--- config.mk ---
export PLATFORM = sky130hd
export DESIGN_NAME = lc4_core
export DESIGN_NICKNAME = d
export VERILOG_FILES = /design/src/hw/lc4_isa_pkg.sv /design/src/hw/lc4_pipe_pkg.sv /design/src/hw/lc4_core.sv /design/src/hw/lc4_writeback.sv /design/src/hw/lc4_execute.sv /design/src/hw/lc4_alu.sv /design/src/hw/lc4_regfile.sv /design/src/hw/lc4_decoder.sv /design/src/hw/lc4_fetch.sv
export SDC_FILE = /design/constraint.sdc
export NUM_CORES = 1
export LEC_CHECK = 0
export ABC_AREA = 1
export BUFFER_PORTS_ARGS = -buffer_cell sky130_fd_sc_hd__buf_2
export CAP_MARGIN = 10
export CORE_ASPECT_RATIO = 1.25
export CORE_MARGIN = 1
export CORE_UTILIZATION = 30
export CTS_CLUSTER_DIAMETER = 150
export DETAILED_ROUTE_END_ITERATION = 12
export PLACE_DENSITY = 0.44
export SLEW_MARGIN = 20
export SYNTH_ARGS = -nofsm -noshare
export SYNTH_HDL_FRONTEND = slang
export SYNTH_HIERARCHICAL = 1
export SYNTH_SLANG_ARGS = --single-unit
export TNS_END_PERCENT = 50
--- constraint.sdc ---
create_clock -name gwe -period 3 [get_ports gwe]
set_input_delay 0.45 -clock gwe [delete_from_list [all_inputs] [get_ports gwe]]
set_output_delay 0.45 -clock gwe [all_outputs]
set_load 0.05 [all_outputs]
--- src/hw/lc4_isa_pkg.sv ---
`default_nettype none

package lc4_isa_pkg;

  localparam int xlen = 16;  // Data and address width

  typedef logic [2:0] reg_sel_t;  // Register number
  typedef logic [2:0] nzp_t;      // Condition codes, N in bit 2

  // Only the four opcode groups the core executes
  typedef enum logic [3:0] {
    op_br    = 4'b0000,  // BR, NZP 000 is the NOP
    op_arith = 4'b0001,  // ADD, SUB, ADD imm
    op_logic = 4'b0101,  // AND, NOT, OR, XOR, AND imm
    op_const = 4'b1001   // CONST with imm9
  } opcode_t;

  // Sub-op in bits 4:3 when the imm flag is clear
  localparam logic [1:0] sub_add = 2'b00;
  localparam logic [1:0] sub_sub = 2'b10;  // MUL 01 and DIV 11 are not kept
  localparam logic [1:0] sub_and = 2'b00;
  localparam logic [1:0] sub_not = 2'b01;
  localparam logic [1:0] sub_or  = 2'b10;
  localparam logic [1:0] sub_xor = 2'b11;

  // One instruction word, seen as register or immediate format
  typedef union packed {
    struct packed {
      opcode_t          opcode;
      reg_sel_t         rd;
      reg_sel_t         rs;
      logic             imm;     // Set for the imm5 forms
      logic [1:0]       sub_op;  // Upper two bits of imm5 when imm is set
      reg_sel_t         rt;      // Lower three bits of imm5 when imm is set
    } rrr_fmt;
    struct packed {
      opcode_t          opcode;
      logic [2:0]       rd_nzp;  // rd for CONST, NZP mask for BR
      logic [8:0]       imm9;
    } imm_fmt;
  } insn_t;

  localparam logic [xlen-1:0] rst_pc = 16'h8200;  // PC out of reset
  localparam insn_t nop_insn = '0;  // BR with empty mask

endpackage

`default_nettype wire
--- src/hw/lc4_pipe_pkg.sv ---
`default_nettype none

package lc4_pipe_pkg;

  import lc4_isa_pkg::*;

  // Decoded control, 13 bits
  typedef struct packed {
    reg_sel_t r1sel;       // rs select
    reg_sel_t r2sel;       // rt select
    reg_sel_t wsel;        // Destination register
    logic     regfile_we;
    logic     nzp_we;
    logic     is_branch;
    logic     is_valid;    // Low for squashed and reset slots
  } ctrl_t;

  // Decode to execute register, 77 bits
  typedef struct packed {
    logic [xlen-1:0] pc;
    insn_t           insn;
    ctrl_t           ctrl;
    logic [xlen-1:0] rs_data;
    logic [xlen-1:0] rt_data;
  } xstage_t;

  // Result of one instruction, memory and writeback stages and retire trace
  typedef struct packed {
    logic            valid;
    logic [xlen-1:0] pc;
    insn_t           insn;
    logic            regfile_we;
    reg_sel_t        wsel;
    logic [xlen-1:0] result;
    logic            nzp_we;
    nzp_t            nzp;
  } result_t;

endpackage

`default_nettype wire

--- src/hw/lc4_core.sv ---
`timescale 1ns/1ps
`default_nettype none

module lc4_core (
  input  logic                           gwe,
  input  logic                           i_rst_n,
  input  lc4_isa_pkg::insn_t             i_imem_data,
  output logic [lc4_isa_pkg::xlen-1:0]   o_imem_addr,
  output lc4_pipe_pkg::result_t          o_retire
);

  import lc4_isa_pkg::*;
  import lc4_pipe_pkg::*;

  logic [xlen-1:0] d_pc;
  insn_t           d_insn;
  logic            d_valid;
  ctrl_t           d_ctrl;
  logic [xlen-1:0] rs_data;
  logic [xlen-1:0] rt_data;
  result_t         x_res;
  result_t         m_res;
  result_t         w_res;
  nzp_t            nzp;
  logic            flush;      // Taken branch in execute
  logic [xlen-1:0] br_target;

  lc4_fetch u_fetch (
    .gwe         (gwe),
    .i_rst_n     (i_rst_n),
    .i_flush     (flush),
    .i_target    (br_target),
    .i_imem_data (i_imem_data),
    .o_imem_addr (o_imem_addr),
    .o_d_pc      (d_pc),
    .o_d_insn    (d_insn),
    .o_d_valid   (d_valid)
  );

  lc4_decoder u_decoder (.i_insn(d_insn), .i_valid(d_valid), .o_ctrl(d_ctrl));

  lc4_regfile u_regfile (
    .gwe       (gwe),
    .i_rst_n   (i_rst_n),
    .i_rs_sel  (d_ctrl.r1sel),
    .i_rt_sel  (d_ctrl.r2sel),
    .i_wb      (w_res),
    .o_rs_data (rs_data),
    .o_rt_data (rt_data)
  );

  lc4_execute u_execute (
    .gwe (gwe), .i_rst_n (i_rst_n),
    .i_d_pc (d_pc), .i_d_insn (d_insn), .i_d_ctrl (d_ctrl),
    .i_rs_data (rs_data), .i_rt_data (rt_data),
    .i_m (m_res), .i_w (w_res), .i_nzp (nzp),
    .o_x (x_res), .o_flush (flush), .o_target (br_target)
  );

  lc4_writeback u_writeback (
    .gwe (gwe), .i_rst_n (i_rst_n), .i_x (x_res),
    .o_m (m_res), .o_w (w_res), .o_nzp (nzp)
  );

  assign o_retire = w_res;  // Writeback stage is the retire point

endmodule

`default_nettype wire

--- src/hw/lc4_writeback.sv ---
`timescale 1ns/1ps
`default_nettype none

module lc4_writeback (
  input  logic                    gwe,
  input  logic                    i_rst_n,
  input  lc4_pipe_pkg::result_t   i_x,    // Execute result
  output lc4_pipe_pkg::result_t   o_m,    // Memory stage, no data access here
  output lc4_pipe_pkg::result_t   o_w,    // Regfile write and retire trace
  output lc4_isa_pkg::nzp_t       o_nzp   // Committed condition codes
);

  import lc4_pipe_pkg::*;

  // Two stage shift, control bits cleared on reset
  always_ff @(posedge gwe) begin
    o_m <= i_x;
    o_w <= o_m;
    if (!i_rst_n) begin
      o_m.valid      <= 1'b0;
      o_m.regfile_we <= 1'b0;
      o_m.nzp_we     <= 1'b0;
      o_w.valid      <= 1'b0;
      o_w.regfile_we <= 1'b0;
      o_w.nzp_we     <= 1'b0;
    end
  end

  // NZP commits with the register write
  always_ff @(posedge gwe) begin
    if (!i_rst_n) begin
      o_nzp <= '0;
    end else if (o_w.valid && o_w.nzp_we) begin
      o_nzp <= o_w.nzp;
    end
  end

endmodule

`default_nettype wire

--- src/hw/lc4_execute.sv ---
`timescale 1ns/1ps
`default_nettype none

module lc4_execute (
  input  logic                           gwe,
  input  logic                           i_rst_n,
  input  logic [lc4_isa_pkg::xlen-1:0]   i_d_pc,
  input  lc4_isa_pkg::insn_t             i_d_insn,
  input  lc4_pipe_pkg::ctrl_t            i_d_ctrl,
  input  logic [lc4_isa_pkg::xlen-1:0]   i_rs_data,
  input  logic [lc4_isa_pkg::xlen-1:0]   i_rt_data,
  input  lc4_pipe_pkg::result_t          i_m,       // Memory stage, youngest bypass source
  input  lc4_pipe_pkg::result_t          i_w,       // Writeback stage
  input  lc4_isa_pkg::nzp_t              i_nzp,     // Committed NZP
  output lc4_pipe_pkg::result_t          o_x,
  output logic                           o_flush,
  output logic [lc4_isa_pkg::xlen-1:0]   o_target
);

  import lc4_isa_pkg::*;
  import lc4_pipe_pkg::*;

  xstage_t         d_slot;
  xstage_t         x_q;
  logic [xlen-1:0] rs_byp;
  logic [xlen-1:0] rt_byp;
  logic [xlen-1:0] alu_out;
  nzp_t            x_nzp;
  nzp_t            br_nzp;

  // Pick the youngest valid writer of sel, else the register file value
  function automatic logic [xlen-1:0] bypass(reg_sel_t sel, logic [xlen-1:0] rf_data,
                                             result_t m, result_t w);
    if (m.valid && m.regfile_we && m.wsel == sel) return m.result;
    if (w.valid && w.regfile_we && w.wsel == sel) return w.result;
    return rf_data;
  endfunction

  assign d_slot = '{pc: i_d_pc, insn: i_d_insn, ctrl: i_d_ctrl,
                    rs_data: i_rs_data, rt_data: i_rt_data};

  always_ff @(posedge gwe) begin
    x_q <= d_slot;
    if (!i_rst_n || o_flush) begin  // Decode slot is wrong path on a flush
      x_q.ctrl <= '0;
      x_q.insn <= nop_insn;
    end
  end

  assign rs_byp = bypass(x_q.ctrl.r1sel, x_q.rs_data, i_m, i_w);
  assign rt_byp = bypass(x_q.ctrl.r2sel, x_q.rt_data, i_m, i_w);

  lc4_alu u_alu (
    .i_insn   (x_q.insn),
    .i_pc     (x_q.pc),
    .i_rs     (rs_byp),
    .i_rt     (rt_byp),
    .o_result (alu_out),
    .o_target (o_target)
  );

  // Sign rule on the result
  assign x_nzp = alu_out[xlen-1] ? 3'b100 : (alu_out == '0) ? 3'b010 : 3'b001;

  // Branch test sees the youngest NZP writer still in flight
  assign br_nzp = (i_m.valid && i_m.nzp_we) ? i_m.nzp :
                  (i_w.valid && i_w.nzp_we) ? i_w.nzp : i_nzp;

  assign o_flush = x_q.ctrl.is_valid && x_q.ctrl.is_branch &&
                   |(x_q.insn.imm_fmt.rd_nzp & br_nzp);

  assign o_x = '{valid: x_q.ctrl.is_valid, pc: x_q.pc, insn: x_q.insn,
                 regfile_we: x_q.ctrl.regfile_we, wsel: x_q.ctrl.wsel, result: alu_out,
                 nzp_we: x_q.ctrl.nzp_we, nzp: x_nzp};

endmodule

`default_nettype wire

--- src/hw/lc4_alu.sv ---
`timescale 1ns/1ps
`default_nettype none

module lc4_alu (
  input  lc4_isa_pkg::insn_t             i_insn,
  input  logic [lc4_isa_pkg::xlen-1:0]   i_pc,
  input  logic [lc4_isa_pkg::xlen-1:0]   i_rs,
  input  logic [lc4_isa_pkg::xlen-1:0]   i_rt,
  output logic [lc4_isa_pkg::xlen-1:0]   o_result,
  output logic [lc4_isa_pkg::xlen-1:0]   o_target   // PC + 1 + imm9
);

  import lc4_isa_pkg::*;

  logic [xlen-1:0] imm5_sext;
  logic [xlen-1:0] imm9_sext;

  // imm5 overlays the sub-op and rt fields
  assign imm5_sext = {{11{i_insn.rrr_fmt.sub_op[1]}}, i_insn.rrr_fmt.sub_op, i_insn.rrr_fmt.rt};
  assign imm9_sext = {{7{i_insn.imm_fmt.imm9[8]}}, i_insn.imm_fmt.imm9};
  assign o_target  = i_pc + 16'd1 + imm9_sext;

  always_comb begin
    o_result = '0;
    case (i_insn.rrr_fmt.opcode)
      op_arith: begin
        if (i_insn.rrr_fmt.imm) o_result = i_rs + imm5_sext;  // ADD imm
        else if (i_insn.rrr_fmt.sub_op == sub_add) o_result = i_rs + i_rt;
        else if (i_insn.rrr_fmt.sub_op == sub_sub) o_result = i_rs - i_rt;
      end
      op_logic: begin
        if (i_insn.rrr_fmt.imm) o_result = i_rs & imm5_sext;  // AND imm
        else begin
          case (i_insn.rrr_fmt.sub_op)
            sub_and: o_result = i_rs & i_rt;
            sub_not: o_result = ~i_rs;
            sub_or:  o_result = i_rs | i_rt;
            default: o_result = i_rs ^ i_rt;  // XOR
          endcase
        end
      end
      op_const: o_result = imm9_sext;
      default:  o_result = '0;  // BR and unknown words write nothing
    endcase
  end

endmodule

`default_nettype wire

--- src/hw/lc4_regfile.sv ---
`timescale 1ns/1ps
`default_nettype none

module lc4_regfile (
  input  logic                          gwe,
  input  logic                          i_rst_n,
  input  lc4_isa_pkg::reg_sel_t         i_rs_sel,
  input  lc4_isa_pkg::reg_sel_t         i_rt_sel,
  input  lc4_pipe_pkg::result_t         i_wb,       // Writeback stage contents
  output logic [lc4_isa_pkg::xlen-1:0]  o_rs_data,
  output logic [lc4_isa_pkg::xlen-1:0]  o_rt_data
);

  import lc4_isa_pkg::*;
  import lc4_pipe_pkg::*;

  logic [xlen-1:0] regs [8];  // R0 to R7
  logic            wr_en;

  assign wr_en = i_wb.valid && i_wb.regfile_we;

  always_ff @(posedge gwe) begin
    if (!i_rst_n) regs <= '{default: '0};
    else if (wr_en) regs[i_wb.wsel] <= i_wb.result;
  end

  // Write-through so decode sees the value retiring this cycle
  assign o_rs_data = (wr_en && i_wb.wsel == i_rs_sel) ? i_wb.result : regs[i_rs_sel];
  assign o_rt_data = (wr_en && i_wb.wsel == i_rt_sel) ? i_wb.result : regs[i_rt_sel];

endmodule

`default_nettype wire

--- src/hw/lc4_decoder.sv ---
`timescale 1ns/1ps
`default_nettype none

module lc4_decoder (
  input  lc4_isa_pkg::insn_t    i_insn,
  input  logic                  i_valid,
  output lc4_pipe_pkg::ctrl_t   o_ctrl
);

  import lc4_isa_pkg::*;
  import lc4_pipe_pkg::*;

  logic writes;  // Opcode produces a register and NZP result

  always_comb begin
    writes          = 1'b0;
    o_ctrl          = '0;
    o_ctrl.r1sel    = i_insn.rrr_fmt.rs;
    o_ctrl.r2sel    = i_insn.rrr_fmt.rt;
    o_ctrl.wsel     = i_insn.rrr_fmt.rd;  // Same bits as CONST rd
    o_ctrl.is_valid = i_valid;
    case (i_insn.rrr_fmt.opcode)
      op_br:    o_ctrl.is_branch = i_valid;
      // MUL and DIV fall out as no-write slots
      op_arith: writes = i_insn.rrr_fmt.imm ||
                         i_insn.rrr_fmt.sub_op == sub_add ||
                         i_insn.rrr_fmt.sub_op == sub_sub;
      op_logic: writes = 1'b1;  // All four sub-ops kept
      op_const: writes = 1'b1;
      default:  writes = 1'b0;  // Unknown opcode, no side effects
    endcase
    o_ctrl.regfile_we = i_valid && writes;
    o_ctrl.nzp_we     = i_valid && writes;  // Every writer also sets NZP
  end

endmodule

`default_nettype wire

--- src/hw/lc4_fetch.sv ---
`timescale 1ns/1ps
`default_nettype none

module lc4_fetch (
  input  logic                           gwe,
  input  logic                           i_rst_n,
  input  logic                           i_flush,      // Taken branch in execute
  input  logic [lc4_isa_pkg::xlen-1:0]   i_target,     // Branch target
  input  lc4_isa_pkg::insn_t             i_imem_data,  // Word at o_imem_addr, same cycle
  output logic [lc4_isa_pkg::xlen-1:0]   o_imem_addr,
  output logic [lc4_isa_pkg::xlen-1:0]   o_d_pc,
  output lc4_isa_pkg::insn_t             o_d_insn,
  output logic                           o_d_valid
);

  import lc4_isa_pkg::*;

  logic [xlen-1:0] pc_q;
  logic [xlen-1:0] pc_next;

  // Redirect wins over sequential fetch
  assign pc_next     = i_flush ? i_target : pc_q + 16'd1;
  assign o_imem_addr = pc_q;

  // PC and decode valid
  always_ff @(posedge gwe) begin
    if (!i_rst_n) begin
      pc_q      <= rst_pc;
      o_d_valid <= 1'b0;
    end else begin
      pc_q      <= pc_next;
      o_d_valid <= !i_flush;  // Word fetched under a flush is wrong path
    end
  end

  // Fetch to decode payload
  always_ff @(posedge gwe) begin
    o_d_pc   <= pc_q;
    o_d_insn <= i_flush ? nop_insn : i_imem_data;
  end

endmodule

`default_nettype wire

==> qor.yml <==
gp_congestion: 0.905
power_uw: 13500
clk_latency_ns: 0.59
clkSinkCount: 371
p_switching_uw: 4140
power.internal_uw: 9370
final.min_clock_period_ns: 3.41
synth_top_family_by_area: "simple AND/OR/NAND/NOR gates"
setup_viol: 5
startpoint_type: "register"
syn_area_per_cell_um2: 6.75
hold_viol_final: 0
nNetsFinal: 3259
cts_made_buffers: 42
num_vias: 19325
cp_max_fo: 8
hp-class: "in2reg"
crit_required_ns: 3.49
swShare_pct: 30.7
drcViolationCount: 0
p_clk_share_pct: 39.8
fmax_mhz: 293
die_w_um: 233
cp.arrival_ns: 3.90
final_max_slew_viol_count: 0
grt_pass1_vias: 18931
firstDrtPassIters: 5
final_cell_mix: "696 x nand2_1, 373 x inv_1, 369 x nand3_1"
p_leak_uw: 0.0121
maxCapViolCount: 0
viasPerCell: 4.78
synth-edff-count: 0
setup_ws_ns: -0.408
slew_headroom_pct: 42.5
synth-compound-area-share_pct: 11.8
crit_path_frequent_cell: "nand2_2"
synth_nets: 3052
grt_max_degree: 138
area_growth_pct: 25.4
rsz0062_at_grt: "true"
synth_warnings: 6
synthDistinctLibCells: 53
power_density_mw_per_mm2: 541
cts_tree: "built"
placedCellCount: 3940
syn-cell-area_mm2: 0.0199
synthSimpleGateAreaFrac_pct: 30.4
holdWs_ns: 0.0693
nFillCells: 7005
drive_above_1_share_pct: 22.1
skew_ns: 0.0218
antenna_found_initial: 2
seq_area_frac_synth_pct: 37.3
clkTransAtPathRegs_ns: 0.07
coreArea_mm2: 0.0657
final_common_cell: "nand2_1"
antenna_left: 0
grt_usage_pct: 21.0
drtIter0Drc: 1113
synthAdderAreaFrac_pct: 5.36
grt-ovfl-total: 0
violations: "setup timing"
critPathKind: "reg2reg"
portBuffers: 90
worst_path_largest_cell_delay_ns: 0.35
end_kind: "register"
dp_hpwl_um: 50800
status: "finished with violations"
avgRoutedWirePerCell_um: 17.8
die_height_um: 290
syn_inst: 2951
synth.area.mux_share_pct: 0
stdcell_count: 4046
htreeDepth: 2
synthXorXnorAreaFrac_pct: 1.41
drt_wl_total_um: 72100
cts-root-buf: "clkbuf_16"
top_level_ports: 91
synth-async-reset-ratio_pct: 0
ir_drop_uv: 423
grt_pass1_wl_um: 111000
power_frac_seq_pct: 38.7
start_util_pct: 30.3
synth-seq-cells: 371
clock_path_buffers: 3
timing.critical_path.slowest_stage_cell: "dfxtp_4"
period_share_pct: 114
tns_ns: -0.932
std_cell_rows: 105
tightest_slew_ns: 0.863
pwr-share-comb_pct: 21.5
synth_flop_cell: "dfxtp_1"
die-area_mm2: 0.0675
## final cells by class
type | count | area [um^2] | share of cell area (%)
clock inverters | 16 | 263 | 1.05
repair buffers | 359 | 2710 | 10.9
diodes | 1 | 2.50 | 0.0100
inverters | 416 | 1600 | 6.40
well taps | 856 | 1070 | 4.29
multi-input cells | 1967 | 10700 | 42.8
clock buffers | 59 | 1150 | 4.62
repair inverters | 1 | 16.3 | 0.0651
flip-flops and latches | 371 | 7460 | 29.9
## timing repair
| item | in CTS | in global routing |
|---|---|---|
| buffers inserted | 11 | 16 |
| hold buffers | 0 | 0 |
| gates cloned | 2 | 1 |
| gates resized for setup | 157 | 107 |
| pin swaps | 22 | 50 |
| endpoints found under the setup margin | 15 | 17 |
## Yosys cell counts (all sizes together), types with 2 or more instances
library cell  number  area share [%]
o211ai             2            0.10
dfxtp            371              37
fa                 4            0.40
o31ai              2           0.075
or2                3           0.094
clkinv             2           0.044
a211oi             2           0.075
nor3               8            0.25
ha                79             5.0
a21oi            214             5.4
o22ai             11            0.35
a31oi              7            0.22
xnor2              6            0.26
nand3b             4            0.15
nor4               4            0.13
clkbuf            61             1.3
o221ai             3            0.13
a221oi             6            0.26
nand2            771              15
o21bai             7            0.26
inv              414             7.8
xor2              26             1.1
nor2             200             4.2
and2               3            0.11
nand4             11            0.35
o21ai            190             4.8
buf              136             4.5
nand3            400              10
## worst max-delay path, delay by kind of cell (launching register included)
kind	cells	cell delay (ns)
AO/OA/AOI/OAI	1	0.18
flip-flops	1	0.35
buffers and inverters	5	0.43
AND/OR/NAND/NOR	18	2.07
adder cells (fa/ha/maj)	1	0.30
## sequential cells by signal, summed over array words and instances (netlist names)
register             flops
u_fetch/o_imem_addr     16
u_execute/o_x           38
u_writeback/o_nzp        3
u_writeback/o_m         57
u_regfile/regs         128
u_execute/x_q           39
u_fetch/o_d_valid        1
u_writeback/o_w         57
u_fetch/o_d_insn        16
u_fetch/o_d_pc          16
## metrics by stage
stage | utilization [%] | setup slack [ns] | instance area [um^2]
floorplan | - | -0.0832 | 20000
global placement | 33.9 | -0.624 | 22300
detailed placement | 33.9 | -0.664 | 22300
CTS | 37.2 | -0.332 | 24400
global route | 38.0 | -0.581 | 25000
finish | 38.0 | -0.408 | 25000
## routing by layer
metal,part of all wire [%],global-route usage (%)
met2,50,37.2
met5,0.018,0
met3,4.9,3.20
met4,3.5,7.75
met1,42,25.3
## worst paths after layout
path                       start                   end  slack, ns  cells after the start
max          u_writeback/o_m[22]    u_writeback/o_m[0]      -0.41                     25
min reg2reg   u_fetch/o_d_pc[14]     u_execute/o_x[54]       0.32                      0
min              i_imem_data[15]  u_fetch/o_d_insn[15]       0.07                      3
max reg2reg  u_writeback/o_m[22]    u_writeback/o_m[0]      -0.41                     25
## power by group through the flow
| stage | Combinational (uW) | Clock [uW] | Sequential (uW) |
|---|---|---|---|
| floorplan | 1380 | 0 | 5430 |
| global placement | 2530 | 0 | 5340 |
| detailed placement | 2520 | 0 | 5330 |
| CTS | 2730 | 5540 | 5230 |
| global route | 3160 | 5740 | 5250 |
| finish | 2910 | 5380 | 5220 |
## logic make-up (layout without fill, tap and decap cells)
family	after synthesis	count (layout)
flip-flops	371	371
other	0	1
AND/OR/NAND/NOR	1405	1405
AO/OA/AOI/OAI	447	447
XOR/XNOR	32	32
adder cells (fa/ha/maj)	83	83
buffers and inverters	613	851
(Power assumes the default switching activity.)
